--- src/rtl/redund_pkg.sv ---
package redund_pkg;

	////////////////////
	// frame store geometry
	////////////////////

	// one received byte
	localparam int BYTE_W = 8;

	// byte index within a frame, frames run from 1 to 256 bytes
	localparam int FRAME_ADDR_W = 8;

	// slot bit on top of the byte index
	localparam int BANK_ADDR_W = FRAME_ADDR_W + 1;

	localparam int NUM_BANKS = 3; // copies 0..2 in slot 0, copies 3..4 in slot 1

	// bytes held by one bank
	localparam int BANK_DEPTH = 2 ** BANK_ADDR_W;

endpackage

--- src/rtl/copy_bank.sv ---
`timescale 1ns/1ps

module copy_bank
	import redund_pkg::*;
(
	input  logic                   clk,
	input  logic                   we_a,
	input  logic [BANK_ADDR_W-1:0] addr_a,
	input  logic [BYTE_W-1:0]      wr_data_a,
	input  logic [BANK_ADDR_W-1:0] addr_b,
	output logic [BYTE_W-1:0]      rd_data_a,
	output logic [BYTE_W-1:0]      rd_data_b
);

	logic [BYTE_W-1:0] mem [BANK_DEPTH];

	// port a writes and reads, port b only reads
	always_ff @(posedge clk) begin
		if (we_a) begin
			mem[addr_a] <= wr_data_a;
		end
		rd_data_a <= mem[addr_a]; // old data on a write to the same address
		rd_data_b <= mem[addr_b];
	end

endmodule

--- config.mk ---
export PLATFORM = sky130hd
export DESIGN_NAME = copy_bank
export DESIGN_NICKNAME = d
export VERILOG_FILES = /design/src/rtl/redund_pkg.sv /design/src/rtl/copy_bank.sv
export SDC_FILE = /design/constraint.sdc
export NUM_CORES = 2
export LEC_CHECK = 0
export ABC_AREA = 0
export BUFFER_PORTS_ARGS = -buffer_cell sky130_fd_sc_hd__buf_2
export CAP_MARGIN = 10
export CORE_MARGIN = 1.5
export CORE_UTILIZATION = 40
export CTS_CLUSTER_DIAMETER = 150
export DETAILED_ROUTE_END_ITERATION = 12
export PLACE_DENSITY = 0.63
export SKIP_LAST_GASP = 1
export SYNTH_ARGS = -nofsm -noshare
export SYNTH_HDL_FRONTEND = slang
export SYNTH_SLANG_ARGS = --single-unit
--- constraint.sdc ---
create_clock -name clk -period 3.6 [get_ports clk]
set_input_delay 0.54 -clock clk [delete_from_list [all_inputs] [get_ports clk]]
set_output_delay 0.54 -clock clk [all_outputs]
set_load 0.005 [all_outputs]
==> impl_metrics.json, run 1 <==
{
  "postSynthCellCount": 10800,
  "outcome": "did not finish",
  "die_h_um": 699,
  "postCtsSetupBuffers": 0,
  "cts_root_buffer": "clkbuf_16",
  "first_global_vias": 131000,
  "firstError": "Error: net4952 6 pin not visited #guides = 77",
  "synth-async-reset-ratio_pct": 0,
  "netlist_area_sq_mm": 0.194,
  "synth_edf_count": 4096,
  "yosysUniqueCellTypes": 82,
  "cts_resized": 0,
  "grt_pass1_wl_mm": 1170,
  "pre_cts_ws_ps": -816,
  "synth_flop_cell": "edfxtp_1",
  "die_w_um": 699,
  "ys_seq_area_share_pct": 63.6,
  "synth.ff_latch_count": 4112,
  "gr-total-overflow": 0,
  "avgSynthCellArea_sq_um": 17.9,
  "clockBufferDepth": 4,
  "cts_made_buffers": 444,
  "routabilityCongestion": 1.06,
  "stop_stage": "detailed routing",
  "ios": 44,
  "start_util_pct": 40.2,
  "synth_warnings": 0,
  "rows": 255,
  "grt_max_degree": 144,
  "h-tree-depth": 5,
  "io_buffers": 43,
  "clock_sinks": 4112,
  "grt_usage_pct": 35.4,
  "hold_buffers": 4,
  "dp_hpwl_mm": 647,
  "antenna_found_initial": 106,
  "mappedNetlistNets": 10900,
  "post_dp_cell_area_sq_mm": 0.222
}
layer usage:
layer / global-route usage (%)
met1: 45.9
met2: 50.7
met3: 12.5
met4: 22.3
met5: 0
kinds of logic after synthesis:
logic type / count (synthesis) / share of synthesized area [%]
and+or+nand+nor: 1529 / 3.51
muxes: 2702 / 24.4
DFF: 4112 / 63.6
buffers and inverters: 915 / 2.77
AOI/OAI and AO/OA: 1586 / 5.69
per-stage QoR:
| step | util (%) | cells | setup TNS [ps] |
|---|---|---|---|
| 3_3_place_gp | 46.0 | 19000 | -25350 |
| 5_1_grt | 49.0 | 19800 | 0 |
| 4_1_cts | 49.0 | 19800 | 0 |
| 2_1_floorplan | - | 10800 | 0 |
| 3_5_place_dp | 46.0 | 19000 | -31300 |
Yosys cell counts, types with 115 or more instances:
| library cell | n | area (sq um) |
|---|---|---|
| mux4_2 | 1621 | 36500 |
| nor3_1 | 134 | 671 |
| clkbuf_1 | 349 | 1310 |
| buf_4 | 115 | 863 |
| edfxtp_1 | 4096 | 123000 |
| o221ai_1 | 276 | 2420 |
| buf_6 | 124 | 1400 |
| o21ai_0 | 161 | 806 |
| mux2i_1 | 1044 | 10500 |
| o22ai_1 | 275 | 1720 |
| nor2_1 | 711 | 2670 |
| buf_2 | 218 | 1090 |
| a22oi_1 | 169 | 1270 |
| a21oi_1 | 284 | 1420 |
| nand2_1 | 298 | 1120 |
==> run 2, diff against run 1 <==
--- a/config.mk
+++ b/config.mk
@@ -9,10 +9,9 @@
 export BUFFER_PORTS_ARGS = -buffer_cell sky130_fd_sc_hd__buf_2
 export CAP_MARGIN = 10
 export CORE_MARGIN = 1.5
-export CORE_UTILIZATION = 40
-export CTS_CLUSTER_DIAMETER = 150
+export CORE_UTILIZATION = 25
 export DETAILED_ROUTE_END_ITERATION = 12
-export PLACE_DENSITY = 0.63
+export PLACE_DENSITY_LB_ADDON = 0.15
 export SKIP_LAST_GASP = 1
 export SYNTH_ARGS = -nofsm -noshare
 export SYNTH_HDL_FRONTEND = slang
==> run 2 against run 1 <==
Compared with the run above: the flow now finishes, with violations (negative setup slack); synthesized area stayed put; global-route usage fell by 11 points; synthesized cell count is the same.
==> impl_metrics.json, run 2 <==
{
  "yosys.area.top_type_share_pct": 63.4,
  "drtIter0Drc": 18700,
  "setup_tns_ps": -848,
  "cap_violations": 0,
  "clock_latency_ps": 1110,
  "worst_pin_slew_ps": 1450,
  "final_common_cell": "edfxtp_1",
  "finalHoldViolCount": 0,
  "top_regs": "mem x4096, rd_data_a x8, rd_data_b x8",
  "synth_warnings": 0,
  "synth.most_common_cell": "edfxtp_1",
  "crit_path_max_fanout": 7,
  "largest_reg_flops": 4096,
  "routabilityCongestion": 0.967,
  "synth_flop_cell": "edfxtp_1",
  "reg2reg_slack_ps": -110,
  "avgViaCountPerCell": 5.55,
  "postCtsSetupBuffers": 0,
  "io_buffers": 43,
  "crit_type": "input pin to flop",
  "antenna_found_initial": 148,
  "final_cell_mix": "4096 x edfxtp_1, 2458 x buf_4, 1621 x mux4_2",
  "synth_commonest_cells": "4096 x edfxtp_1, 1621 x mux4_2, 1044 x mux2i_1",
  "fmaxAchievable_mhz": 261,
  "wl_per_cell_um": 41.6,
  "ys_seq_area_share_pct": 63.6,
  "firstDrtPassIters": 6,
  "cts_tree": "built",
  "rows": 323,
  "finalNetCount": 13400,
  "outcome": "finished, violations left",
  "die_h_um": 884,
  "start_util_pct": 25.1,
  "ios": 44,
  "grt_max_degree": 133,
  "yosysUniqueCellTypes": 82,
  "cts_root_buffer": "clkbuf_16",
  "postSynthCellCount": 10800,
  "violations": "negative setup slack",
  "drv_slew": 0,
  "first_global_vias": 133000,
  "coreArea_sq_mm": 0.773,
  "drc": 0,
  "mappedNetlistNets": 10900,
  "clock_sinks": 4112,
  "ant_nets": 0,
  "grt_pass1_wl_mm": 1310,
  "dp_hpwl_mm": 751,
  "ir_worst_vdd_uv": 440,
  "netlist_area_sq_mm": 0.194,
  "die_w_um": 884,
  "wirelength_mm": 1000,
  "cts_made_buffers": 465,
  "hold_path_class": "input pin to flop",
  "pre_cts_ws_ps": -1330,
  "regToRegStartpoint": "mem[335][0]",
  "clk_pin_slew_ps": 60,
  "cp-start-kind": "input pin",
  "crit_start": "addr_b[8]",
  "setup_viol": 8,
  "num_vias": 134000,
  "min_period_ps": 3840,
  "area_growth_pct": 26.3,
  "final_cells": 24100,
  "grt_usage_pct": 24.8,
  "gr-total-overflow": 0,
  "drive_gt1_share_pct": 39.0,
  "rr_worst_depth": 8,
  "relSlewSlack_pct": 2.87,
  "worstReg2RegEnd": "rd_data_a[0]",
  "power.density_mw_per_mm2": 468,
  "finalCritPeriodShare_pct": 107,
  "synth.area.top_cells": "edfxtp_1 63%, mux4_2 19%, mux2i_1 5.4%",
  "worst_setup_path_end_kind": "flop",
  "clockBufferDepth": 4,
  "setup_slack_ps": -236,
  "required_ps": 4610,
  "avgSynthCellArea_sq_um": 17.9,
  "post_dp_cell_area_sq_mm": 0.229,
  "synth-async-reset-ratio_pct": 0,
  "p_leak_nw": 82.1,
  "finalClockSkew_ps": 76.4,
  "dp_cells": 23100,
  "rsz0062_at_grt": "false",
  "synth_edf_count": 4096,
  "cp.arrival_ps": 4850,
  "regMostFlops": "mem",
  "stdcell_area_sq_mm": 0.245,
  "crit_path_end": "rd_data_b[5]",
  "hold_start": "wr_data_a[0]",
  "synth.largest_area_cell": "edfxtp_1",
  "finish.utilization_pct": 31.7,
  "h-tree-depth": 5,
  "synth.ff_latch_count": 4112,
  "fillCellCount": 75200,
  "die-area_sq_mm": 0.781
}
run 2: cell counts after synthesis:
No cell type changed its count.
run 2: worst min-delay path by stage:
stage | end | slack, ps | cells after the start
final | mem[225][0] | 100 | 1
after floorplan | mem[0][0] | 640 | 0
after global placement | mem[180][6] | 940 | 1
after CTS | mem[1][4] | 40 | 1
after detailed placement | mem[182][6] | 950 | 1
after global routing | mem[227][0] | 70 | 1
run 2: per-layer routing:
layer  wire [um]  part of all wire [%]  GRT usage (%)  vias to the layer above
met1      408000                    41           33.1                    73100
li1            -                     -              -                    51400
met4       56100                   5.6           11.5                       50
met5         337                 0.034              0                        -
met3       90900                   9.1           5.75                     1573
met2      449000                    45           38.3                     7588
run 2: logic make-up after synthesis:
family,after synthesis,synth area share (%)
and+or+nand+nor,1529,3.51
DFF,4112,63.6
muxes,2702,24.4
buffers and inverters,915,2.77
AOI/OAI and AO/OA,1586,5.69
run 2: power breakdown:
part	switching [W]	internal [W]	total, W
combinational	0.00809	0.00469	0.0128
clock	0.0212	0.0278	0.0490
sequential	0.000190	0.0527	0.0529
total	0.0295	0.0852	0.115
run 2: critical path, cell delays in order:
cell	delay (ps)
buf_2	300
buf_4	340
nand2b_1	180
buf_4	200
nor2_1	1050
o211ai_1	220
a221oi_1	690
buf_4	300
or4_1	120
o21ai_0	210
o2111ai_1	230
buf_4	210
nor3_1	60
buf_4	120
run 2: through the flow:
| stage | total power (W) | hold slack, ps |
|---|---|---|
| after floorplan | 0.0587 | 639 |
| after global placement | 0.0664 | 944 |
| after detailed placement | 0.0665 | 948 |
| after CTS | 0.115 | 37.1 |
| after global routing | 0.117 | 66.0 |
| final | 0.115 | 98.2 |
run 2: layout make-up:
type | count | area [sq um] | area share, %
diodes | 149 | 373 | 0.152
clock buffers | 550 | 12000 | 4.92
clock inverters | 311 | 3260 | 1.33
inverters | 8 | 53.8 | 0.0220
multi-input cells | 5817 | 65800 | 26.9
flip-flops and latches | 4112 | 123000 | 50.4
well taps | 10200 | 12800 | 5.23
repair buffers | 2926 | 27300 | 11.1
run 2: repair_timing:
item / 4_1_cts / 5_1_grt
hold buffers: 6 / 0
hold endpoints to repair: 125 / 0
resized for setup: 4 / 5
setup endpoints to repair: 3 / 4
No activity file was read; power rests on OpenSTA's default activity.
