File: config.mk
export PLATFORM = sky130hd
export DESIGN_NAME = vote3_engine
export DESIGN_NICKNAME = d
export VERILOG_FILES = /design/src/rtl/redund_pkg.sv /design/src/rtl/vote_pkg.sv /design/src/rtl/vote3_engine.sv
export SDC_FILE = /design/constraint.sdc
export NUM_CORES = 1
export LEC_CHECK = 0
export BUFFER_PORTS_ARGS = -buffer_cell sky130_fd_sc_hd__buf_2
export CAP_MARGIN = 10
export CELL_PAD_IN_SITES_DETAIL_PLACEMENT = 1
export CELL_PAD_IN_SITES_GLOBAL_PLACEMENT = 1
export CORE_ASPECT_RATIO = 1.75
export CORE_UTILIZATION = 36
export DETAILED_ROUTE_END_ITERATION = 8
export PLACE_DENSITY = 0.8
export REMOVE_ABC_BUFFERS = 1
export SLEW_MARGIN = 20
export SYNTH_ARGS = -nofsm -noshare
export SYNTH_HDL_FRONTEND = slang
export SYNTH_SLANG_ARGS = --single-unit
export TNS_END_PERCENT = 5
File: constraint.sdc
create_clock -name clk -period 2.75 [get_ports clk]
set_input_delay 0.55 -clock clk [delete_from_list [all_inputs] [get_ports clk]]
set_output_delay 0.55 -clock clk [all_outputs]
set_load 0.1 [all_outputs]
File: src/rtl/redund_pkg.sv
package redund_pkg;

	////////////////////
	// frame store geometry
	////////////////////

	// one received byte
	localparam int BYTE_W = 8;

	// byte index within a frame, frames run from 1 to 256 bytes
	localparam int FRAME_ADDR_W = 8;

	// slot bit on top of the byte index
	localparam int BANK_ADDR_W = FRAME_ADDR_W + 1;

	localparam int NUM_BANKS = 3; // copies 0..2 in slot 0, copies 3..4 in slot 1

	// bytes held by one bank
	localparam int BANK_DEPTH = 2 ** BANK_ADDR_W;

endpackage

File: src/rtl/vote_pkg.sv
package vote_pkg;

	// number of copies sent per frame on the link
	typedef enum logic [7:0] {
		MODE_R1 = 8'd1,
		MODE_R3 = 8'd3,
		MODE_R5 = 8'd5
	} redund_mode_e;

	// shared by the 3-copy and the 5-copy engine
	typedef enum logic [1:0] {
		ST_IDLE,    // waiting for copy 0
		ST_COLLECT, // a copy is being written
		ST_GAP,     // between two copies
		ST_VOTE     // reading back and voting
	} vote_state_e;

endpackage

File: src/rtl/vote3_engine.sv
`timescale 1ns/1ps

module vote3_engine
	import redund_pkg::*;
	import vote_pkg::*;
(
	input  logic                                  clk,
	input  logic                                  arst_n,
	input  redund_mode_e                          mode,
	input  logic                                  rxen,
	input  logic [BYTE_W-1:0]                     rxd,
	input  logic [NUM_BANKS-1:0][BYTE_W-1:0]      rd_a,
	output logic [NUM_BANKS-1:0]                  we,
	output logic [NUM_BANKS-1:0][BANK_ADDR_W-1:0] addr_a,
	output logic [BYTE_W-1:0]                     wr_data,
	output logic [BYTE_W-1:0]                     data_out,
	output logic                                  en_out
);

	vote_state_e             state;
	logic [1:0]              copy_cnt;
	logic [FRAME_ADDR_W-1:0] wr_idx;
	logic [FRAME_ADDR_W-1:0] rd_idx;
	logic [FRAME_ADDR_W-1:0] frame_last; // index of the last byte of copy 0
	logic                    rd_valid;
	logic                    active;
	logic                    wr_byte;
	logic                    reading;

	assign active  = (mode == MODE_R3);
	assign wr_byte = active && rxen && (state != ST_VOTE); // input is dropped while voting
	assign wr_data = rxd;

	// read-back starts in the cycle that ends the last copy
	assign reading = active && ((state == ST_VOTE)
		|| ((state == ST_COLLECT) && !rxen && (copy_cnt == 2'd2)));

	// copy k goes to bank k, slot 0
	always_comb begin
		for (int k = 0; k < NUM_BANKS; k++) begin
			we[k]     = wr_byte && (copy_cnt == k);
			addr_a[k] = {1'b0, reading ? rd_idx : wr_idx};
		end
	end

	////////////////////
	// copy collection and read-back
	////////////////////

	always_ff @(posedge clk or negedge arst_n) begin
		if (!arst_n) begin
			state      <= ST_IDLE;
			copy_cnt   <= '0;
			wr_idx     <= '0;
			rd_idx     <= '0;
			frame_last <= '0;
		end else if (!active) begin
			state    <= ST_IDLE;
			copy_cnt <= '0;
			wr_idx   <= '0;
			rd_idx   <= '0;
		end else if (reading) begin
			// one read address per cycle up to the last byte of copy 0
			if (rd_idx == frame_last) begin
				state    <= ST_IDLE;
				copy_cnt <= '0;
				wr_idx   <= '0;
				rd_idx   <= '0;
			end else begin
				state  <= ST_VOTE;
				rd_idx <= rd_idx + 1'b1;
			end
		end else begin
			case (state)
				ST_IDLE, ST_GAP: begin
					if (rxen) begin
						wr_idx <= FRAME_ADDR_W'(1); // byte 0 is written this cycle
						state  <= ST_COLLECT;
						if (state == ST_IDLE) begin
							frame_last <= '0;
						end
					end
				end
				ST_COLLECT: begin
					if (rxen) begin
						wr_idx <= wr_idx + 1'b1;
						if (copy_cnt == 2'd0) begin
							frame_last <= wr_idx;
						end
					end else begin
						copy_cnt <= copy_cnt + 1'b1;
						wr_idx   <= '0;
						state    <= ST_GAP;
					end
				end
				default: state <= ST_IDLE;
			endcase
		end
	end

	// read data arrives one cycle after the address
	always_ff @(posedge clk or negedge arst_n) begin
		if (!arst_n) begin
			rd_valid <= 1'b0;
			en_out   <= 1'b0;
		end else begin
			rd_valid <= reading;
			en_out   <= rd_valid;
		end
	end

	always_ff @(posedge clk) begin
		data_out <= (rd_a[0] & rd_a[1]) | (rd_a[0] & rd_a[2]) | (rd_a[1] & rd_a[2]);
	end

endmodule

==> results of run 1 <==
power by group:
group | internal (µW) | switching, µW | leakage, µW
clock network | 202 | 209 | 0.0000472
registers | 566 | 2.26 | 0.000487
logic | 33.7 | 116 | 0.000736
critical path, delay by kind of cell, from the launching register on:
kind | cells | cell delay, ns
flip-flops | 1 | 0.40
adder cells (fa/ha/maj) | 1 | 0.14
multiplexers | 1 | 0.35
buffers and inverters | 3 | 0.55
AO/OA/AOI/OAI | 1 | 0.28
AND/OR/NAND/NOR | 1 | 0.16
final cells by class:
cell class	instances	area (µm²)	area share
clock inverters	2	12.5	0.00419
repair buffers	89	757	0.254
multi-input cells	147	1090	0.364
flip-flops and latches	38	911	0.305
clock buffers	6	82.6	0.0277
inverters	10	37.5	0.0126
well taps	78	97.6	0.0327
per-layer routing:
| layer | global-route usage | vias up |
|---|---|---|
| met2 | 0.356 | 80 |
| met5 | 0.0286 | - |
| met3 | 0.0362 | 16 |
| met4 | 0.0889 | 0 |
| li1 | - | 944 |
| met1 | 0.228 | 1010 |
state kept, by name, indices dropped and copies added, names as in the netlist:
name,count
frame_last,8
rd_valid,1
copy_cnt,2
rd_idx,8
data_out,8
state,2
wr_idx,8
en_out,1
layout by cell type (no fill, tap or decap), types with 2 or more instances in the layout:
master	n
nand2_1	13
o21ai_0	6
and4_1	3
a32o_1	7
conb_1	3
a21oi_2	3
buf_2	46
clkbuf_8	6
nand4_1	4
nor3_1	5
dfrtp_1	30
clkbuf_4	9
buf_4	17
a21oi_1	5
xnor2_1	9
dfxtp_1	8
nor2_1	4
o211ai_1	12
a41oi_1	5
o2111ai_1	2
mux2_2	5
nand3_1	14
inv_1	9
o21ai_1	10
ha_1	4
a22oi_1	2
maj3_1	8
buf_12	14
kinds of logic after synthesis:
family / synth area share
mux: 0.0249
fa+ha+maj: 0.0631
compound gates: 0.196
buf+inv: 0.137
simple gates: 0.140
other cells: 0.00166
flops: 0.403
xor+xnor: 0.0349
worst max-delay path by stage:
stage,startpoint,endpoint,slack [ns],cells after the start
detailed placement,mode[3],addr_a[19],0.03,9
finish,copy_cnt[0],addr_a[24],0.01,7
global placement,mode[3],addr_a[3],0.07,6
CTS,mode[3],addr_a[19],0.002,9
global route,mode[5],addr_a[24],-0.07,7
floorplan,copy_cnt[0],addr_a[0],-5.19,5
through the flow:
| stage | hold slack [ns] | util |
|---|---|---|
| 2_1_floorplan | 0.254 | - |
| 3_3_place_gp | 0.333 | 0.459 |
| 3_5_place_dp | 0.338 | 0.459 |
| 4_1_cts | 0.323 | 0.478 |
| 5_1_grt | 0.346 | 0.500 |
| 6_report | 0.302 | 0.500 |
repair_timing:
action / in CTS / in global routing
endpoints found under the setup margin: 24 / 21
gates resized for setup: 5 / 26
gates cloned: 0 / 1
pin swaps: 0 / 2
setup buffers: 0 / 6
==> impl_metrics.xml, run 1 <==
<?xml version="1.0" encoding="UTF-8"?>
<metrics>
  <group name="clocking">
    <metric name="tritoncts.num_buffers" unit="">5</metric>
    <metric name="clock_tree.htree_level_count" unit="">2</metric>
    <metric name="cts_sinks" unit="">38</metric>
    <metric name="register_clock_pin_slew_on_the_reported_worst_setup_and_hold_paths" unit="ns">0.08</metric>
    <metric name="ctsLongestPathBuffers" unit="">2</metric>
    <metric name="post_cts_hold_buffer_count" unit="">0</metric>
    <metric name="clkLatencyLatePin" unit="ns">0.30</metric>
    <metric name="tritoncts_clock_tree" unit="">yes</metric>
    <metric name="cts-root-buf" unit="">clkbuf_8</metric>
  </group>
  <group name="floorplan">
    <metric name="core-area" unit="µm²">5970</metric>
    <metric name="floorplan.die_area" unit="µm²">6610</metric>
    <metric name="die_h" unit="µm">107</metric>
    <metric name="die_w" unit="µm">61.9</metric>
    <metric name="boundaryPins" unit="">90</metric>
    <metric name="start_util" unit="">0.378</metric>
    <metric name="floorplan.rows" unit="">37</metric>
  </group>
  <group name="logic_synthesis">
    <metric name="synthesis.area" unit="µm²">2260</metric>
    <metric name="number_of_instances_in_the_synthesized_netlist" unit="">233</metric>
    <metric name="yosysSeqAreaShare" unit="">0.403</metric>
    <metric name="cell_types_with_the_highest_counts_after_synthesis" unit="">30 x dfrtp_1, 29 x buf_4, 14 x nand2_1, 14 x nand3_1, 12 x o211ai_1</metric>
    <metric name="yosys.area.top_type_share" unit="">0.332</metric>
    <metric name="synth_cell_type_count" unit="">47</metric>
    <metric name="synth.avg_cell_area" unit="µm²">9.70</metric>
    <metric name="synth_edf_count" unit="">0</metric>
    <metric name="synthArstFlopShare" unit="">0.789</metric>
    <metric name="synth.area.top_cells" unit="">dfrtp_1 33%, buf_4 9.6%, dfxtp_1 7.1%</metric>
    <metric name="synthMostInstantiatedCell" unit="">dfrtp_1</metric>
    <metric name="synth-main-ff-cell" unit="">dfrtp_1</metric>
    <metric name="yosys.area.top_type" unit="">dfrtp_1</metric>
    <metric name="ys_warn_count" unit="">0</metric>
    <metric name="yosys_register_bits" unit="">38</metric>
  </group>
  <group name="pwr">
    <metric name="vdd_ir_drop_max" unit="mV">0.207</metric>
    <metric name="pnr_total_power" unit="µW">1130</metric>
    <metric name="power_density_normalized_to_cell_area" unit="nW/µm²">378</metric>
    <metric name="p_leak" unit="µW">0.00127</metric>
  </group>
  <group name="route">
    <metric name="num_vias" unit="">2050</metric>
    <metric name="finalWirelength" unit="mm">6.48</metric>
    <metric name="drc_errors" unit="">0</metric>
    <metric name="ant_nets" unit="">0</metric>
    <metric name="wl_met3" unit="µm">276</metric>
    <metric name="first_iter_violations" unit="">65</metric>
    <metric name="dr_wl_met2" unit="mm">3.58</metric>
    <metric name="topRoutingLayerUsed" unit="">met4</metric>
    <metric name="wl_met1" unit="mm">2.41</metric>
    <metric name="drt-wirelength-per-cell" unit="µm">17.5</metric>
    <metric name="drt-vias-per-instance" unit="">5.54</metric>
    <metric name="dr.pass1.iters" unit="">4</metric>
  </group>
  <group name="place">
    <metric name="placement.cell_area" unit="µm²">2740</metric>
    <metric name="dpl.cell_count" unit="">355</metric>
    <metric name="place_congestion" unit="">0.841</metric>
    <metric name="number_of_port_buffers" unit="">70</metric>
    <metric name="dp_slack" unit="ns">0.0265</metric>
    <metric name="dp_hpwl" unit="mm">4.57</metric>
  </group>
  <group name="setup_path">
    <metric name="crit_path_max_fanout" unit="">5</metric>
    <metric name="ff2ff_setup_slack" unit="ns">0.59</metric>
    <metric name="critPathCaptureType" unit="">primary output</metric>
    <metric name="critical_path_class" unit="">flop to primary output</metric>
    <metric name="path_cells" unit="">inv_2 -&gt; ha_4 -&gt; nor2b_4 -&gt; o2111a_2 -&gt; clkbuf_16 -&gt; mux2_2 -&gt; clkbuf_4</metric>
    <metric name="critical_path_required" unit="ns">2.20</metric>
    <metric name="reg2reg_from" unit="">copy_cnt[1]</metric>
    <metric name="critical_path.slowest_cell" unit="">dfrtp_1</metric>
    <metric name="timing.critical_path.from_type" unit="">flop</metric>
    <metric name="r2r_cells" unit="">8</metric>
    <metric name="reg2reg_to" unit="">wr_idx[5]</metric>
    <metric name="worst_path_largest_cell_delay" unit="ns">0.40</metric>
    <metric name="cp.arrival" unit="ns">2.19</metric>
  </group>
  <group name="timing">
    <metric name="clock.fmax" unit="MHz">365</metric>
    <metric name="finalHoldViolations" unit="">0</metric>
    <metric name="relSlewSlack" unit="">0.428</metric>
    <metric name="slew_violations" unit="">0</metric>
    <metric name="post-route-min-period" unit="ns">2.74</metric>
    <metric name="timing_worst_slew_pin_value" unit="ns">0.857</metric>
    <metric name="final.setup_skew" unit="ns">0.00773</metric>
    <metric name="finalSetupTns" unit="ns">0</metric>
    <metric name="part_of_the_cycle_the_worst_path_needs" unit="">0.996</metric>
    <metric name="layout_setup_ws" unit="ns">0.0113</metric>
    <metric name="setup_repair_after_global_routing_missed_its_margin" unit="">yes</metric>
    <metric name="setup-violations-final" unit="">0</metric>
  </group>
  <group name="global_routing">
    <metric name="grt_pass1_wl" unit="mm">9.99</metric>
    <metric name="track_usage" unit="">0.204</metric>
    <metric name="grt_start_max_net_pins" unit="">31</metric>
    <metric name="number_of_antenna_violations_at_the_first_check_in_global_routing" unit="">0</metric>
    <metric name="vias_in_the_first_global_route" unit="">2037</metric>
    <metric name="globalRouteOverflowTotal" unit="">0</metric>
  </group>
  <group name="finish">
    <metric name="post-route-cell-area" unit="µm²">2990</metric>
    <metric name="layout-drive-gt1-share" unit="">0.404</metric>
    <metric name="layout.cells.non_filler" unit="">370</metric>
    <metric name="area_growth_syn_to_layout" unit="%">32.1</metric>
    <metric name="num-nets-final" unit="">339</metric>
    <metric name="layout.filler_cells" unit="">682</metric>
    <metric name="count_of_inserted_antenna_diode_cells" unit="">0</metric>
  </group>
  <group name="hold_path">
    <metric name="hold_class" unit="">input pin to async pin</metric>
  </group>
  <group name="run">
    <metric name="reported_max_cap_violation_count" unit="">0</metric>
  </group>
  <group name="status">
    <metric name="result_of_the_run" unit="">complete, no violations</metric>
  </group>
</metrics>
Power figures use the tool's default switching activity.
==> inputs of run 2 (changes only) <==
- CORE_MARGIN: unset -> 2
==> run 2 against run 1 <==
Design area is 0.25% higher. Total power is 2.7% lower. Combinational power hardly changed. Sequential power hardly changed. Largest cell class unchanged. Highest routed layer unchanged.
==> impl_metrics.xml, run 2 (synthesized netlist as in run 1, its figures left out) <==
<?xml version="1.0" encoding="UTF-8"?>
<metrics>
  <group name="global_routing">
    <metric name="grt_util_met3" unit="">0.0464</metric>
    <metric name="number_of_antenna_violations_at_the_first_check_in_global_routing" unit="">0</metric>
    <metric name="grt_pass1_wl" unit="mm">9.96</metric>
    <metric name="grt_start_max_net_pins" unit="">31</metric>
    <metric name="grtUsageMet1" unit="">0.181</metric>
    <metric name="grt_most_used_layer" unit="">met2</metric>
    <metric name="grt_util_met2" unit="">0.342</metric>
    <metric name="vias_in_the_first_global_route" unit="">2128</metric>
    <metric name="globalRouteOverflowTotal" unit="">0</metric>
    <metric name="track_usage" unit="">0.185</metric>
  </group>
  <group name="setup_path">
    <metric name="critical_path_class" unit="">flop to primary output</metric>
    <metric name="ff2ff_setup_slack" unit="ns">0.83</metric>
    <metric name="worst_path_largest_cell_delay" unit="ns">0.39</metric>
    <metric name="reg2reg_to" unit="">wr_idx[5]</metric>
    <metric name="timing.critical_path.from_type" unit="">flop</metric>
    <metric name="r2r_cells" unit="">8</metric>
    <metric name="cp.arrival" unit="ns">2.11</metric>
    <metric name="critical_path.slowest_cell" unit="">dfrtp_1</metric>
    <metric name="reg2reg_from" unit="">copy_cnt[1]</metric>
    <metric name="crit_path_max_fanout" unit="">14</metric>
    <metric name="critPathCaptureType" unit="">primary output</metric>
    <metric name="path_cells" unit="">inv_2 -&gt; ha_4 -&gt; nor2b_4 -&gt; o2111a_1 -&gt; buf_12 -&gt; mux2_2 -&gt; buf_6</metric>
    <metric name="critical_path_required" unit="ns">2.20</metric>
  </group>
  <group name="timing">
    <metric name="slew_violations" unit="">0</metric>
    <metric name="clock.fmax" unit="MHz">377</metric>
    <metric name="timing_worst_slew_pin_value" unit="ns">0.754</metric>
    <metric name="setup_repair_after_global_routing_missed_its_margin" unit="">yes</metric>
    <metric name="setup-violations-final" unit="">0</metric>
    <metric name="post-route-min-period" unit="ns">2.66</metric>
    <metric name="final.setup_skew" unit="ns">0.0143</metric>
    <metric name="finalHoldViolations" unit="">0</metric>
    <metric name="part_of_the_cycle_the_worst_path_needs" unit="">0.966</metric>
    <metric name="relSlewSlack" unit="">0.497</metric>
    <metric name="finalSetupTns" unit="ns">0</metric>
  </group>
  <group name="pwr">
    <metric name="power_density_normalized_to_cell_area" unit="nW/µm²">367</metric>
    <metric name="vdd_ir_drop_max" unit="mV">0.345</metric>
    <metric name="pnr_total_power" unit="µW">1100</metric>
    <metric name="p_leak" unit="µW">0.00126</metric>
  </group>
  <group name="floorplan">
    <metric name="start_util" unit="">0.368</metric>
    <metric name="boundaryPins" unit="">90</metric>
    <metric name="die_w" unit="µm">63.9</metric>
    <metric name="floorplan.rows" unit="">38</metric>
    <metric name="die_h" unit="µm">109</metric>
    <metric name="core-area" unit="µm²">6130</metric>
    <metric name="floorplan.die_area" unit="µm²">6950</metric>
  </group>
  <group name="status">
    <metric name="result_of_the_run" unit="">complete, no violations</metric>
  </group>
  <group name="route">
    <metric name="num_vias" unit="">2002</metric>
    <metric name="dr.pass1.iters" unit="">4</metric>
    <metric name="finalWirelength" unit="mm">6.37</metric>
    <metric name="ant_nets" unit="">0</metric>
    <metric name="first_iter_violations" unit="">39</metric>
    <metric name="drc_errors" unit="">0</metric>
    <metric name="drt-vias-per-instance" unit="">5.47</metric>
    <metric name="drt-wirelength-per-cell" unit="µm">17.4</metric>
  </group>
  <group name="finish">
    <metric name="post-route-cell-area" unit="µm²">2990</metric>
    <metric name="layout.cells.non_filler" unit="">366</metric>
    <metric name="utilization" unit="">0.488</metric>
    <metric name="layout_common_cells" unit="">43 x buf_2, 30 x dfrtp_1, 14 x nand2_1, 14 x nand3_1, 13 x buf_12</metric>
    <metric name="final_common_cell" unit="">buf_2</metric>
    <metric name="area_growth_syn_to_layout" unit="%">32.4</metric>
    <metric name="layout-drive-gt1-share" unit="">0.371</metric>
    <metric name="count_of_inserted_antenna_diode_cells" unit="">0</metric>
    <metric name="num-nets-final" unit="">333</metric>
  </group>
  <group name="clocking">
    <metric name="clock_tree.htree_level_count" unit="">2</metric>
    <metric name="tritoncts.num_buffers" unit="">5</metric>
    <metric name="clkLatencyLatePin" unit="ns">0.31</metric>
    <metric name="tritoncts_clock_tree" unit="">yes</metric>
    <metric name="register_clock_pin_slew_on_the_reported_worst_setup_and_hold_paths" unit="ns">0.08</metric>
    <metric name="cts-root-buf" unit="">clkbuf_8</metric>
    <metric name="cts_sinks" unit="">38</metric>
    <metric name="ctsLongestPathBuffers" unit="">2</metric>
  </group>
  <group name="place">
    <metric name="dp_hpwl" unit="mm">4.66</metric>
    <metric name="place_congestion" unit="">0.831</metric>
    <metric name="number_of_port_buffers" unit="">70</metric>
    <metric name="dpl.cell_count" unit="">358</metric>
    <metric name="placement.cell_area" unit="µm²">2740</metric>
  </group>
  <group name="run">
    <metric name="reported_max_cap_violation_count" unit="">0</metric>
  </group>
  <group name="hold_path">
    <metric name="hold_class" unit="">input pin to async pin</metric>
  </group>
</metrics>
==> run 2: changes by cell type in the layout (fill, tap and decap cells not counted), moves of 2 or more <==
cell,change
buf_8,+11
buf_6,+2
buf_4,-5
clkbuf_4,-9
o21ai_0,+2
mux2_4,+4
mux2_2,-4
buf_2,-3
==> run 2: per-stage QoR <==
stage | hold slack, ns | worst slack (ns)
after detailed placement | 0.367 | 0.0718
after CTS | 0.300 | -0.0316
final | 0.289 | 0.0945
after global routing | 0.337 | -0.0171
after floorplan | 0.254 | -5.19
after global placement | 0.370 | 0.0819
==> run 2: where the power goes <==
part | switching [µW] | internal (µW) | total (µW)
Combinational | 116 | 33.9 | 150
Sequential | 1.95 | 566 | 568
Clock | 205 | 176 | 381
==> run 2: repair_timing <==
| item | CTS | global route |
|---|---|---|
| resized for setup | 16 | 36 |
| hold buffers | 0 | 0 |
| setup endpoints to repair | 18 | 24 |
| setup buffers | 0 | 0 |
| pin swaps | 0 | 1 |
==> run 2: worst max path at each step <==
stage / startpoint / slack, ns / cells past startpoint / end
after floorplan: copy_cnt[0] / -5.19 / 5 / addr_a[0]
after global placement: mode[3] / 0.08 / 7 / addr_a[13]
after CTS: copy_cnt[0] / -0.03 / 7 / addr_a[13]
after detailed placement: mode[5] / 0.07 / 7 / addr_a[13]
final: copy_cnt[0] / 0.09 / 7 / addr_a[5]
after global routing: copy_cnt[0] / -0.02 / 7 / addr_a[5]
==> run 2: area by class of cell <==
| cell class | count | area, µm² |
|---|---|---|
| timing repair buffer | 83 | 779 |
| tap | 80 | 100 |
| inverter | 10 | 37.5 |
| sequential | 38 | 911 |
| fill | 690 | 3140 |
| clock inverter | 2 | 10.0 |
| clock buffer | 6 | 72.6 |
| multi-input combinational | 147 | 1080 |
==> run 2: critical path: cells and delay by family (launching register included) <==
family / cells / cell delay, ns
fa+ha+maj: 1 / 0.15
mux: 1 / 0.39
simple gates: 1 / 0.15
flops: 1 / 0.39
buf+inv: 3 / 0.46
compound gates: 1 / 0.25
==> run 2: layer usage <==
metal / part of all wire / vias up / wire (µm)
met5: 0 / - / 0
met4: 0.027 / 0 / 170
met3: 0.038 / 12 / 243
met2: 0.58 / 66 / 3700
met1: 0.35 / 995 / 2250
li1: - / 929 / -
