--- config.mk ---
export PLATFORM = sky130hd
export DESIGN_NAME = vote5_engine
export DESIGN_NICKNAME = d
export VERILOG_FILES = /design/src/rtl/redund_pkg.sv /design/src/rtl/vote_pkg.sv /design/src/rtl/vote5_engine.sv
export SDC_FILE = /design/constraint.sdc
export NUM_CORES = 1
export LEC_CHECK = 0
export BUFFER_PORTS_ARGS = -buffer_cell sky130_fd_sc_hd__buf_2
export CAP_MARGIN = 20
export CORE_MARGIN = 2
export CORE_UTILIZATION = 44
export CTS_CLUSTER_DIAMETER = 150
export CTS_CLUSTER_SIZE = 14
export DETAILED_ROUTE_END_ITERATION = 16
export PLACE_DENSITY = 0.77
export SLEW_MARGIN = 20
export SYNTH_ARGS = -nofsm -noshare
export SYNTH_HDL_FRONTEND = slang
export SYNTH_SLANG_ARGS = --single-unit
export TNS_END_PERCENT = 100
--- constraint.sdc ---
create_clock -name clk -period 2.7 [get_ports clk]
set_input_delay 0.54 -clock clk [delete_from_list [all_inputs] [get_ports clk]]
set_output_delay 0.54 -clock clk [all_outputs]
set_load 0.01 [all_outputs]
--- src/rtl/redund_pkg.sv ---
package redund_pkg;

	////////////////////
	// frame store geometry
	////////////////////

	// one received byte
	localparam int BYTE_W = 8;

	// byte index within a frame, frames run from 1 to 256 bytes
	localparam int FRAME_ADDR_W = 8;

	// slot bit on top of the byte index
	localparam int BANK_ADDR_W = FRAME_ADDR_W + 1;

	localparam int NUM_BANKS = 3; // copies 0..2 in slot 0, copies 3..4 in slot 1

	// bytes held by one bank
	localparam int BANK_DEPTH = 2 ** BANK_ADDR_W;

endpackage

--- src/rtl/vote_pkg.sv ---
package vote_pkg;

	// number of copies sent per frame on the link
	typedef enum logic [7:0] {
		MODE_R1 = 8'd1,
		MODE_R3 = 8'd3,
		MODE_R5 = 8'd5
	} redund_mode_e;

	// shared by the 3-copy and the 5-copy engine
	typedef enum logic [1:0] {
		ST_IDLE,    // waiting for copy 0
		ST_COLLECT, // a copy is being written
		ST_GAP,     // between two copies
		ST_VOTE     // reading back and voting
	} vote_state_e;

endpackage

--- src/rtl/vote5_engine.sv ---
`timescale 1ns/1ps

module vote5_engine
	import redund_pkg::*;
	import vote_pkg::*;
(
	input  logic                                  clk,
	input  logic                                  arst_n,
	input  redund_mode_e                          mode,
	input  logic                                  rxen,
	input  logic [BYTE_W-1:0]                     rxd,
	input  logic [NUM_BANKS-1:0][BYTE_W-1:0]      rd_a,
	input  logic [NUM_BANKS-1:0][BYTE_W-1:0]      rd_b,
	output logic [NUM_BANKS-1:0]                  we,
	output logic [NUM_BANKS-1:0][BANK_ADDR_W-1:0] addr_a,
	output logic [NUM_BANKS-1:0][BANK_ADDR_W-1:0] addr_b,
	output logic [BYTE_W-1:0]                     wr_data,
	output logic [BYTE_W-1:0]                     data_out,
	output logic                                  en_out
);

	vote_state_e             state;
	logic [2:0]              copy_cnt;
	logic [1:0]              wr_bank;
	logic                    wr_slot;
	logic [FRAME_ADDR_W-1:0] wr_idx;
	logic [FRAME_ADDR_W-1:0] rd_idx;
	logic [FRAME_ADDR_W-1:0] frame_last;
	logic                    rd_valid;
	logic                    active;
	logic                    wr_byte;
	logic                    reading;

	// bitwise 3-of-5 majority
	function automatic logic [BYTE_W-1:0] maj5(input logic [4:0][BYTE_W-1:0] v);
		logic [2:0]        ones;
		logic [BYTE_W-1:0] m;
		for (int b = 0; b < BYTE_W; b++) begin
			ones = '0;
			for (int c = 0; c < 5; c++) begin
				ones = ones + 3'(v[c][b]);
			end
			m[b] = (ones >= 3'd3);
		end
		return m;
	endfunction

	assign active  = (mode == MODE_R5);
	assign wr_byte = active && rxen && (state != ST_VOTE);
	assign wr_data = rxd;

	// address 0 goes out in the cycle that ends copy 4
	assign reading = active && ((state == ST_VOTE)
		|| ((state == ST_COLLECT) && !rxen && (copy_cnt == 3'd4)));

	// copies 0..2 fill slot 0 of banks 0..2, copies 3 and 4 slot 1 of banks 0 and 1
	always_comb begin
		case (copy_cnt)
			3'd1: wr_bank = 2'd1;
			3'd2: wr_bank = 2'd2;
			3'd4: wr_bank = 2'd1;
			default: wr_bank = 2'd0;
		endcase
		wr_slot = (copy_cnt >= 3'd3);
		for (int k = 0; k < NUM_BANKS; k++) begin
			we[k]     = wr_byte && (wr_bank == k);
			addr_a[k] = reading ? {1'b0, rd_idx} : {wr_slot, wr_idx};
			addr_b[k] = {1'b1, rd_idx}; // slot 1 is only read back through port b
		end
	end

	////////////////////
	// copy collection and read-back
	////////////////////

	always_ff @(posedge clk or negedge arst_n) begin
		if (!arst_n) begin
			state      <= ST_IDLE;
			copy_cnt   <= '0;
			wr_idx     <= '0;
			rd_idx     <= '0;
			frame_last <= '0;
		end else if (!active) begin
			state    <= ST_IDLE;
			copy_cnt <= '0;
			wr_idx   <= '0;
			rd_idx   <= '0;
		end else if (reading) begin
			if (rd_idx == frame_last) begin
				state    <= ST_IDLE;
				copy_cnt <= '0;
				wr_idx   <= '0;
				rd_idx   <= '0;
			end else begin
				state  <= ST_VOTE;
				rd_idx <= rd_idx + 1'b1;
			end
		end else begin
			case (state)
				ST_IDLE, ST_GAP: begin
					if (rxen) begin
						wr_idx <= FRAME_ADDR_W'(1);
						state  <= ST_COLLECT;
						if (state == ST_IDLE) begin
							frame_last <= '0;
						end
					end
				end
				ST_COLLECT: begin
					if (rxen) begin
						wr_idx <= wr_idx + 1'b1;
						if (copy_cnt == 3'd0) begin
							frame_last <= wr_idx; // copy 0 sets the frame length
						end
					end else begin
						copy_cnt <= copy_cnt + 1'b1;
						wr_idx   <= '0;
						state    <= ST_GAP;
					end
				end
				default: state <= ST_IDLE;
			endcase
		end
	end

	always_ff @(posedge clk or negedge arst_n) begin
		if (!arst_n) begin
			rd_valid <= 1'b0;
			en_out   <= 1'b0;
		end else begin
			rd_valid <= reading;
			en_out   <= rd_valid;
		end
	end

	always_ff @(posedge clk) begin
		data_out <= maj5({rd_b[1], rd_b[0], rd_a[2], rd_a[1], rd_a[0]});
	end

endmodule

==> out/metrics.yaml, run 1 <==
ant_nets: 0
tightest_slew_ns: 0.926
drc_errors: 0
vias: 2853
p_leak_uw: 0.00212
critical_path_peak_fanout: 5
io_buffers: 113
firstDrtPassIters: 4
start_kind: "input port"
synthCells: 388
grt_overflow: 0
via_per_inst: 5.01
dpl.cell_count: 559
synth_area_um2: 3350
clock_path_buffers: 2
maxSlewHeadroom: 0.379
cts_tree: "done"
maxCapViolCount: 0
grt_pass1_vias: 2692
synth_cell_types: 53
drive_above_1_share: 0.338
critPathKind: "input port to output pin"
gp_congestion: 0.839
fin_crit_sh: 0.972
dp_hpwl_um: 5600
cts_sinks: 39
power_uw: 1310
hold_class: "input port to async pin"
vdd_drop_max_mv: 0.190
fmax_mhz: 381
hold_viol_final: 0
layout_min_cycle_time_ns: 2.63
cp-end-kind: "output pin"
nets: 575
grt_first_pass_wirelength_um: 12200
cts_hold_buf: 0
die-area_um2: 8340
die_height_um: 91.3
tns_ns: 0
clk_pin_slew_worst_paths_ns: 0.07
status: "completed"
die_x_um: 91.3
layoutNonFillerInstCount: 569
setup_viol: 0
rsz0062_at_grt: "no"
wl_um: 7200
dpl_cell_area_um2: 3780
drv_slew: 0
htreeDepth: 2
finClkSkew_ns: 0.00222
async_flop_share: 0.795
reg2reg_from: "copy_cnt[0]"
avgRoutedWirePerCell_um: 12.6
required_ns: 2.16
cts_root_buf: "clkbuf_8"
design_area_um2: 3890
cts_buffers: 5
p_per_area_nw_per_um2: 336
drt_iter0_markers: 116
grt_usage: 0.178
synth_area_per_cell_um2: 8.64
top_level_ports: 141
synth_edf_count: 0
antenna_found_initial: 0
grt_max_degree: 32
yosysSeqAreaShare: 0.279
initial_utilization: 0.457
ys.flop_type: "dfrtp_1"
ff2ff_path_depth: 9
core_area_um2: 7330
r2r_slack_ns: 0.53
antenna_cells: 0
synthToLayoutAreaGrowth_pct: 16.1
rows: 31
r2r-end: "wr_idx[6]"
cp.arrival_ns: 2.09
clkLatencyLatePin_ns: 0.29
ys_seq_elements: 39
synth_warnings: 0
==> kinds of logic after synthesis <==
| logic type | Yosys count | share of synthesized area |
|---|---|---|
| AOI/OAI and AO/OA | 57 | 0.120 |
| and+or+nand+nor | 95 | 0.154 |
| buffers and inverters | 137 | 0.207 |
| xor gates and xnor gates | 9 | 0.0235 |
| muxes | 11 | 0.0340 |
| adders and majority gates | 39 | 0.181 |
| DFF | 39 | 0.279 |
| other | 1 | 0.00112 |
==> Yosys cell counts (2+ instances only) <==
master	n	area share
ha_1	23	0.086
nand4_1	7	0.013
buf_2	2	0.0030
or4_1	3	0.0067
dfrtp_1	31	0.23
buf_4	45	0.10
a22oi_1	2	0.0045
nor3b_1	3	0.0067
nand2_1	27	0.030
nand3_1	11	0.016
a21oi_1	7	0.010
a31oi_1	4	0.0075
nor3_1	3	0.0045
inv_1	76	0.085
nor2_1	17	0.019
o2111ai_1	6	0.016
fa_1	16	0.096
nand2b_1	3	0.0056
and2_1	2	0.0037
o221ai_1	3	0.0078
mux2i_1	8	0.024
a21o_1	6	0.013
o21ai_0	8	0.012
dfxtp_1	8	0.048
a41oi_1	3	0.0078
mux2_2	3	0.010
o211ai_1	9	0.020
or2_2	5	0.0093
clkbuf_1	12	0.013
o311ai_0	3	0.0078
or4b_4	2	0.0082
nand4b_1	2	0.0052
xnor2_1	8	0.021
==> sequential cells by signal (all words and copies together), names as in the netlist <==
signal	cells
data_out	8
frame_last	8
rd_idx	8
wr_idx	8
copy_cnt	3
state	2
en_out	1
rd_valid	1
==> metal layers <==
layer,part of all wire,GRT usage,wire [um]
met1,0.39,0.208,2830
met2,0.52,0.323,3710
met3,0.071,0.0390,512
met4,0.020,0.0568,146
met5,0,0,0
==> repair_timing <==
| item | 4_1_cts | 5_1_grt |
|---|---|---|
| gates resized for setup | 4 | 8 |
| setup endpoints to repair | 27 | 27 |
| cloned | 0 | 1 |
| buffers inserted | 0 | 1 |
| hold endpoints to repair | 0 | 0 |
==> where the power goes <==
part / switching (uW) / internal, uW
Clock: 209 / 182
Sequential: 17.1 / 622
Combinational: 142 / 137
==> layout make-up <==
cell class	instances	area, um^2
multi-input combinational	214	1750
sequential	39	936
timing repair buffer	131	701
fill	690	3440
clock inverter	1	5.00
timing repair inverter	1	7.51
tap	99	124
clock buffer	7	76.3
inverter	77	292
==> per-stage QoR <==
step	utilization	setup slack (ns)	hold slack, ns
finish	0.531	0.0750	0.290
global route	0.531	0.00895	0.331
CTS	0.526	0.00906	0.310
detailed placement	0.515	-0.0516	0.353
global placement	0.515	-0.00146	0.335
floorplan	-	-0.000244	0.244
==> cells in the final DEF, fill, tap and decap left out, types with 2 or more instances in the layout <==
cell,Yosys,routed
dfxtp_1,8,8
a21o_1,6,6
clkbuf_8,0,5
o21ai_0,8,4
clkbuf_1,12,2
a31oi_1,4,4
ha_1,23,22
o21ai_1,1,3
nor2_1,17,16
nand3_1,11,11
o311ai_0,3,3
fa_1,16,16
nand4_1,7,7
o211ai_1,9,9
buf_4,45,18
o221ai_1,3,3
mux2i_1,8,8
buf_2,2,113
dfrtp_1,31,31
o21ai_2,0,2
a41oi_1,3,3
conb_1,1,3
o2111ai_1,6,6
nand2b_1,3,3
nor3b_1,3,3
nand4b_1,2,2
or4_1,3,3
a22oi_1,2,2
and2_1,2,2
or2_2,5,5
mux2_2,3,3
inv_1,76,75
or4b_4,2,2
xnor2_1,8,8
nand2_1,27,26
a21oi_1,7,7
nor3_1,3,3
==> worst max-delay path, cell delays in order <==
cell and delay, ns:
buf_2 0.10, or4b_4 0.55, nor2_4 0.14, nand2_2 0.12, inv_4 0.11, mux2_2 0.37, buf_2 0.15
==> how the worst max path moves through the flow <==
| stage | startpoint | endpoint | slack [ns] | cells past startpoint |
|---|---|---|---|---|
| after floorplan | mode[3] | addr_a[14] | -0.0002 | 8 |
| after global placement | mode[3] | addr_a[22] | -0.001 | 9 |
| after detailed placement | mode[3] | addr_a[4] | -0.05 | 9 |
| after CTS | copy_cnt[0] | addr_a[23] | 0.009 | 9 |
| after global routing | copy_cnt[0] | addr_a[23] | 0.009 | 10 |
| final | mode[3] | addr_a[12] | 0.07 | 7 |
Power figures use the tool's default switching activity.
==> run 2: changes to the inputs <==
ABC_AREA = 1   (was not set)
PLACE_DENSITY = 0.78   (was 0.77)
==> out/metrics.yaml, run 2 <==
status: "completed"
synth_cell_types: 32  # -40%
cts_sinks: 39  # unchanged
async_flop_share: 0.795  # unchanged
grt_first_pass_wirelength_um: 10800  # -11%
top_level_ports: 141  # unchanged
setup_viol: 0  # unchanged
die-area_um2: 8150  # -2.2%
die_x_um: 90.3  # -1.1%
mostFrequentLayoutCells: "buf_2 (113), inv_1 (88), nand2_1 (81)"
hold_viol_final: 0  # unchanged
endpoint: "addr_a[23]"
cp.arrival_ns: 1.95  # -0.14 ns
synthToLayoutAreaGrowth_pct: 13.3
fmax_mhz: 401  # +5.4%
maxCapViolCount: 0  # unchanged
cts_resized: 0  # -4
firstDrtPassIters: 5  # +1
cp_slowest_stage_delay_ns: 0.45  # -0.10 ns
final_common_cell: "buf_2"
initial_utilization: 0.454  # -0.00337
switching_power_uw: 353  # -4.2%
pwr-share-comb: 0.183  # -0.030
cts_setup_buffers: 0  # unchanged
gp_congestion: 0.876  # +4.5%
vdd_drop_max_mv: 0.180  # -5.1%
p_per_area_nw_per_um2: 373  # +11%
cts_hold_buf: 0  # unchanged
clkLatencyLatePin_ns: 0.29  # about the same
yosys-top-cells-count: "inv_1 (88), nand2_1 (81), buf_4 (45), dfrtp_1 (31), ha_1 (23)"
tns_ns: 0  # unchanged
io_buffers: 113  # unchanged
synth_top_cell_area_share: 0.237  # +0.00548
layout_min_cycle_time_ns: 2.49  # -0.134 ns
yosysSeqAreaShare: 0.286  # +0.00661
rows: 31  # unchanged
grt_pass1_vias: 2579  # -4.2%
grt_max_degree: 32  # unchanged
grt_usage: 0.158  # -0.0196
fin_crit_sh: 0.923  # -0.0495
r2r_slack_ns: 0.69  # +0.16 ns
core_area_um2: 7210  # -1.6%
maxSlewHeadroom: 0.527  # +0.148
synthCells: 415  # +7.0%
clock_path_buffers: 2  # unchanged
cp-end-kind: "output pin"
ys_seq_elements: 39  # unchanged
drv_slew: 0  # unchanged
synth_warnings: 0  # unchanged
wl_um: 6240  # -13%
finClkSkew_ns: 0.00347  # +0.00125 ns
p_leak_uw: 0.00223  # +5.0%
r2r-end: "copy_cnt[0]"
cts_root_buf: "clkbuf_8"
htreeDepth: 2  # unchanged
ff2ff_path_depth: 11  # +2
internal-power_uw: 1030  # +9.5%
power_uw: 1380  # +5.6%
rsz0062_at_grt: "no"
antenna_found_initial: 0  # unchanged
power_switching_share: 0.255  # -0.0263
synth_area_leaders: "dfrtp_1 (24%), buf_4 (10%), inv_1 (10%), fa_1 (9.8%), nand2_1 (9.3%)"
ys.flop_type: "dfrtp_1"
antenna_cells: 0  # unchanged
hold_class: "input port to async pin"
start_kind: "register"
die_height_um: 90.3  # -1.1%
critPathKind: "register to output pin"
hold_ws_ns: 0.292  # +0.00269 ns
synth_area_um2: 3280  # -2.3%
n_fill_cell: 701  # +1.6%
crit_chain: "inv_1 > ha_1 > nand2_1 > inv_1 > nand2_2 > nand2_4 > nand2_4 > o21ai_0 > buf_2"
grt_overflow: 0  # unchanged
reg2reg_from: "copy_cnt[0]"
tightest_slew_ns: 0.709  # -0.216 ns
required_ns: 2.16  # about the same
power_frac_seq: 0.446  # -0.042
ant_nets: 0  # unchanged
synth_area_per_cell_um2: 7.89  # -8.7%
dp_hpwl_um: 4960  # -11%
power_frac_clock: 0.371  # +0.072
yosysMostFrequentCell: "inv_1"
cts_buffers: 5  # unchanged
via_per_inst: 4.54  # -9.4%
drc_errors: 0  # unchanged
yosys.area.top_type: "dfrtp_1"
clk_pin_slew_worst_paths_ns: 0.08  # about the same
drt_iter0_markers: 195  # +68%
nets: 593  # +3.1%
critical_path_peak_fanout: 17  # +12
synth_edf_count: 0  # unchanged
vias: 2666  # -6.6%
avgRoutedWirePerCell_um: 10.6  # -16%
cts_tree: "done"
cp-startpoint: "copy_cnt[0]"
drive_above_1_share: 0.301  # -0.0371
cpMaxStageDelayCell: "dfrtp_1"
run 2: cell count changes after synthesis, moves of 5 or more:
cell,delta
mux2i_1,-8
o21ai_0,+8
inv_1,+12
o211ai_1,-9
o2111ai_1,-6
clkbuf_1,-10
o22ai_1,+5
nand2_1,+54
o21ai_2,+9
run 2: cells by family (layout without fill, tap and decap cells):
family / Yosys count / in the layout / synth area share
adder cells (fa/ha/maj): 39 / 39 / 0.186
AND/OR/NAND/NOR: 140 / 140 / 0.194
AO/OA/AOI/OAI: 45 / 45 / 0.0852
XOR/XNOR: 10 / 10 / 0.0267
flip-flops: 39 / 39 / 0.286
other: 1 / 3 / 0.00114
buffers and inverters: 141 / 212 / 0.222
run 2: area by class of cell:
cell class / instances / area, um^2 / share of cell area
multi-input cells: 237 / 1620 / 0.437
well taps: 99 / 124 / 0.0334
clock buffers: 6 / 82.6 / 0.0223
repair buffers: 113 / 566 / 0.152
flip-flops and latches: 39 / 936 / 0.252
inverters: 91 / 347 / 0.0934
clock inverters: 2 / 35.0 / 0.00944
run 2: metal layers:
layer,track usage,wire length (um),vias to the layer above
met5,0,0,-
met2,0.298,3160,101
met4,0.0487,78,0
met1,0.180,2610,1213
li1,-,-,1347
met3,0.0309,395,5
run 2: metrics by stage:
stage	std cells	instance area (um^2)	utilization	setup WS (ns)
final	587	3710	0.514	0.209
after global routing	587	3710	0.514	0.0146
after CTS	587	3710	0.514	0.178
after detailed placement	579	3590	0.498	0.376
after global placement	579	3590	0.498	0.428
after floorplan	417	3280	-	0.371
run 2: how the worst min path moves through the flow:
stage	start	end	slack (ns)	cells after the start
floorplan	arst_n	copy_cnt[0]	0.24	0
CTS	arst_n	wr_idx[6]	0.31	1
detailed placement	rd_valid	en_out	0.34	0
global route	arst_n	wr_idx[0]	0.35	1
global placement	rd_valid	en_out	0.33	0
finish	arst_n	rd_idx[3]	0.29	1
run 2: power groups by stage:
stage	Combinational [uW]	Sequential (uW)	Clock, uW
floorplan	151	646	0
global placement	238	629	0
detailed placement	258	629	0
CTS	259	617	535
global route	297	620	554
finish	253	616	513
run 2: worst max-delay path: cells and delay by family (launching register included):
| kind | cells | cell delay [ns] |
|---|---|---|
| flops | 1 | 0.45 |
| buf+inv | 3 | 0.39 |
| simple gates | 4 | 0.35 |
| compound gates | 1 | 0.30 |
| fa+ha+maj | 1 | 0.18 |
==> run 3: changes to the inputs <==
CORE_UTILIZATION = 35   (was 44)
PLACE_DENSITY = not set   (was 0.78)
==> out/metrics.yaml, run 3 (same netlist as run 2, synthesis figures left out) <==
nets: 593  # unchanged
final_common_cell: "buf_2"
synthToLayoutAreaGrowth_pct: 12.9
antenna_cells: 0  # unchanged
antenna_found_initial: 0  # unchanged
core_area_um2: 9150  # +27%
io_buffers: 113  # unchanged
clk_pin_slew_worst_paths_ns: 0.09  # about the same
critPathKind: "register to output pin"
reg2reg_from: "copy_cnt[0]"
n_fill_cell: 951  # +36%
grt_max_degree: 32  # unchanged
maxSlewHeadroom: 0.534  # +0.00695
clkLatencyLatePin_ns: 0.30  # about the same
top_level_ports: 141  # unchanged
grt_usage: 0.135  # -0.0232
critical_path_peak_fanout: 17  # unchanged
cp-startpoint: "copy_cnt[0]"
fin_crit_sh: 0.931  # +0.00880
cp-end-kind: "output pin"
grt_overflow: 0  # unchanged
gp_congestion: 0.778  # -11%
via_per_inst: 4.32  # -4.8%
cts_sinks: 39  # unchanged
wl_um: 6390  # +2.4%
cp.arrival_ns: 1.98  # +0.03 ns
hold_class: "input port to async pin"
cts_tree: "done"
dpl.cell_count: 591  # +2.1%
setup_viol: 0  # unchanged
rsz0062_at_grt: "no"
fmax_mhz: 398  # -0.94%
drive_above_1_share: 0.305  # +0.00410
finClkSkew_ns: 0.00804  # +0.00456 ns
initial_utilization: 0.358  # -0.0961
cts_root_buf: "clkbuf_8"
htreeDepth: 2  # unchanged
layout_min_cycle_time_ns: 2.52  # +0.0237 ns
tightest_slew_ns: 0.699  # -0.0104 ns
vdd_drop_max_mv: 0.161  # -11%
hold_viol_final: 0  # unchanged
tns_ns: 0  # unchanged
start_kind: "register"
grt_pass1_vias: 2560  # -0.74%
die_x_um: 101  # +12%
layoutNonFillerInstCount: 599  # +2.0%
p_leak_uw: 0.00220  # -1.1%
mostFrequentLayoutCells: "buf_2 (113), inv_1 (88), nand2_1 (81)"
vias: 2589  # -2.9%
grt_first_pass_wirelength_um: 11100  # +2.4%
cts_hold_buf: 0  # unchanged
dp_hpwl_um: 5070  # +2.1%
firstDrtPassIters: 4  # -1
ant_nets: 0  # unchanged
status: "completed"
avgRoutedWirePerCell_um: 10.7  # +0.37%
die-area_um2: 10100  # +25%
die_height_um: 101  # +12%
drt_iter0_markers: 98  # -50%
required_ns: 2.16  # about the same
drc_errors: 0  # unchanged
drv_slew: 0  # unchanged
p_per_area_nw_per_um2: 343  # -7.8%
maxCapViolCount: 0  # unchanged
clock_path_buffers: 2  # unchanged
cts_buffers: 5  # unchanged
rows: 35  # +13%
-- run 3: cell types whose count changed in the layout (fill, tap and decap cells not counted) --
cell | previous run | this run
clkinvlp_4 | 0 | 2
dfrtp_1 | 31 | 29
dfrtp_2 | 0 | 2
o21ai_0 | 16 | 14
o21ai_1 | 4 | 6
bufinv_16 | 1 | 0
clkbuf_8 | 6 | 5
-- run 3: layout make-up --
| class | instances | area, um^2 | share of cell area |
|---|---|---|---|
| multi-input combinational | 237 | 1620 | 0.438 |
| sequential | 39 | 938 | 0.254 |
| timing repair buffer | 113 | 566 | 0.153 |
| inverter | 91 | 347 | 0.0937 |
| tap | 111 | 139 | 0.0375 |
| clock buffer | 5 | 68.8 | 0.0186 |
| clock inverter | 3 | 20.0 | 0.00541 |
-- run 3: power breakdown --
| group | internal, uW | switching [uW] |
|---|---|---|
| Sequential | 611 | 7.01 |
| Clock | 180 | 224 |
| Combinational | 118 | 130 |
| Total | 909 | 361 |
-- run 3: routing by layer --
metal / track usage / share of wire
met1: 0.163 / 0.44
met2: 0.239 / 0.47
met4: 0.0348 / 0.011
met3: 0.0333 / 0.074
met5: 0 / 0
-- run 3: per-stage QoR --
stage          power (uW)  setup WS [ns]  hold slack (ns)   util  instance area [um^2]
5_1_grt              1370         0.0147            0.330  0.404                  3700
4_1_cts              1300          0.148            0.303  0.404                  3700
3_3_place_gp          870          0.353            0.332  0.394                  3610
2_1_floorplan         796          0.371            0.244      -                  3280
6_report             1270          0.185            0.278  0.404                  3700
3_5_place_dp          886          0.341            0.340  0.394                  3610
-- run 3: worst paths after layout --
kind                                       to  slack, ns  cells after the start
min in group clk                       en_out       0.36                      0
worst min register to register         en_out       0.36                      0
worst max-delay path               addr_a[12]       0.18                      9
worst max register to register    copy_cnt[0]       0.76                     11
worst min-delay path            frame_last[6]       0.28                      1
max in group asynchronous         copy_cnt[0]       1.92                      1
-- run 3: critical path, cell delays in order (launching register included) --
cell and delay (ns):
dfrtp_2 0.45, inv_1 0.10, ha_1 0.18, nand2_1 0.06, inv_1 0.08, nand2_2 0.07, nand2_4 0.09, nand2_4 0.14
o21ai_0 0.32, buf_2 0.20
-- run 3: repair_timing --
action                     4_1_cts  5_1_grt
setup buffers                    0        0
setup endpoints to repair        0       11
resized for setup                0        4
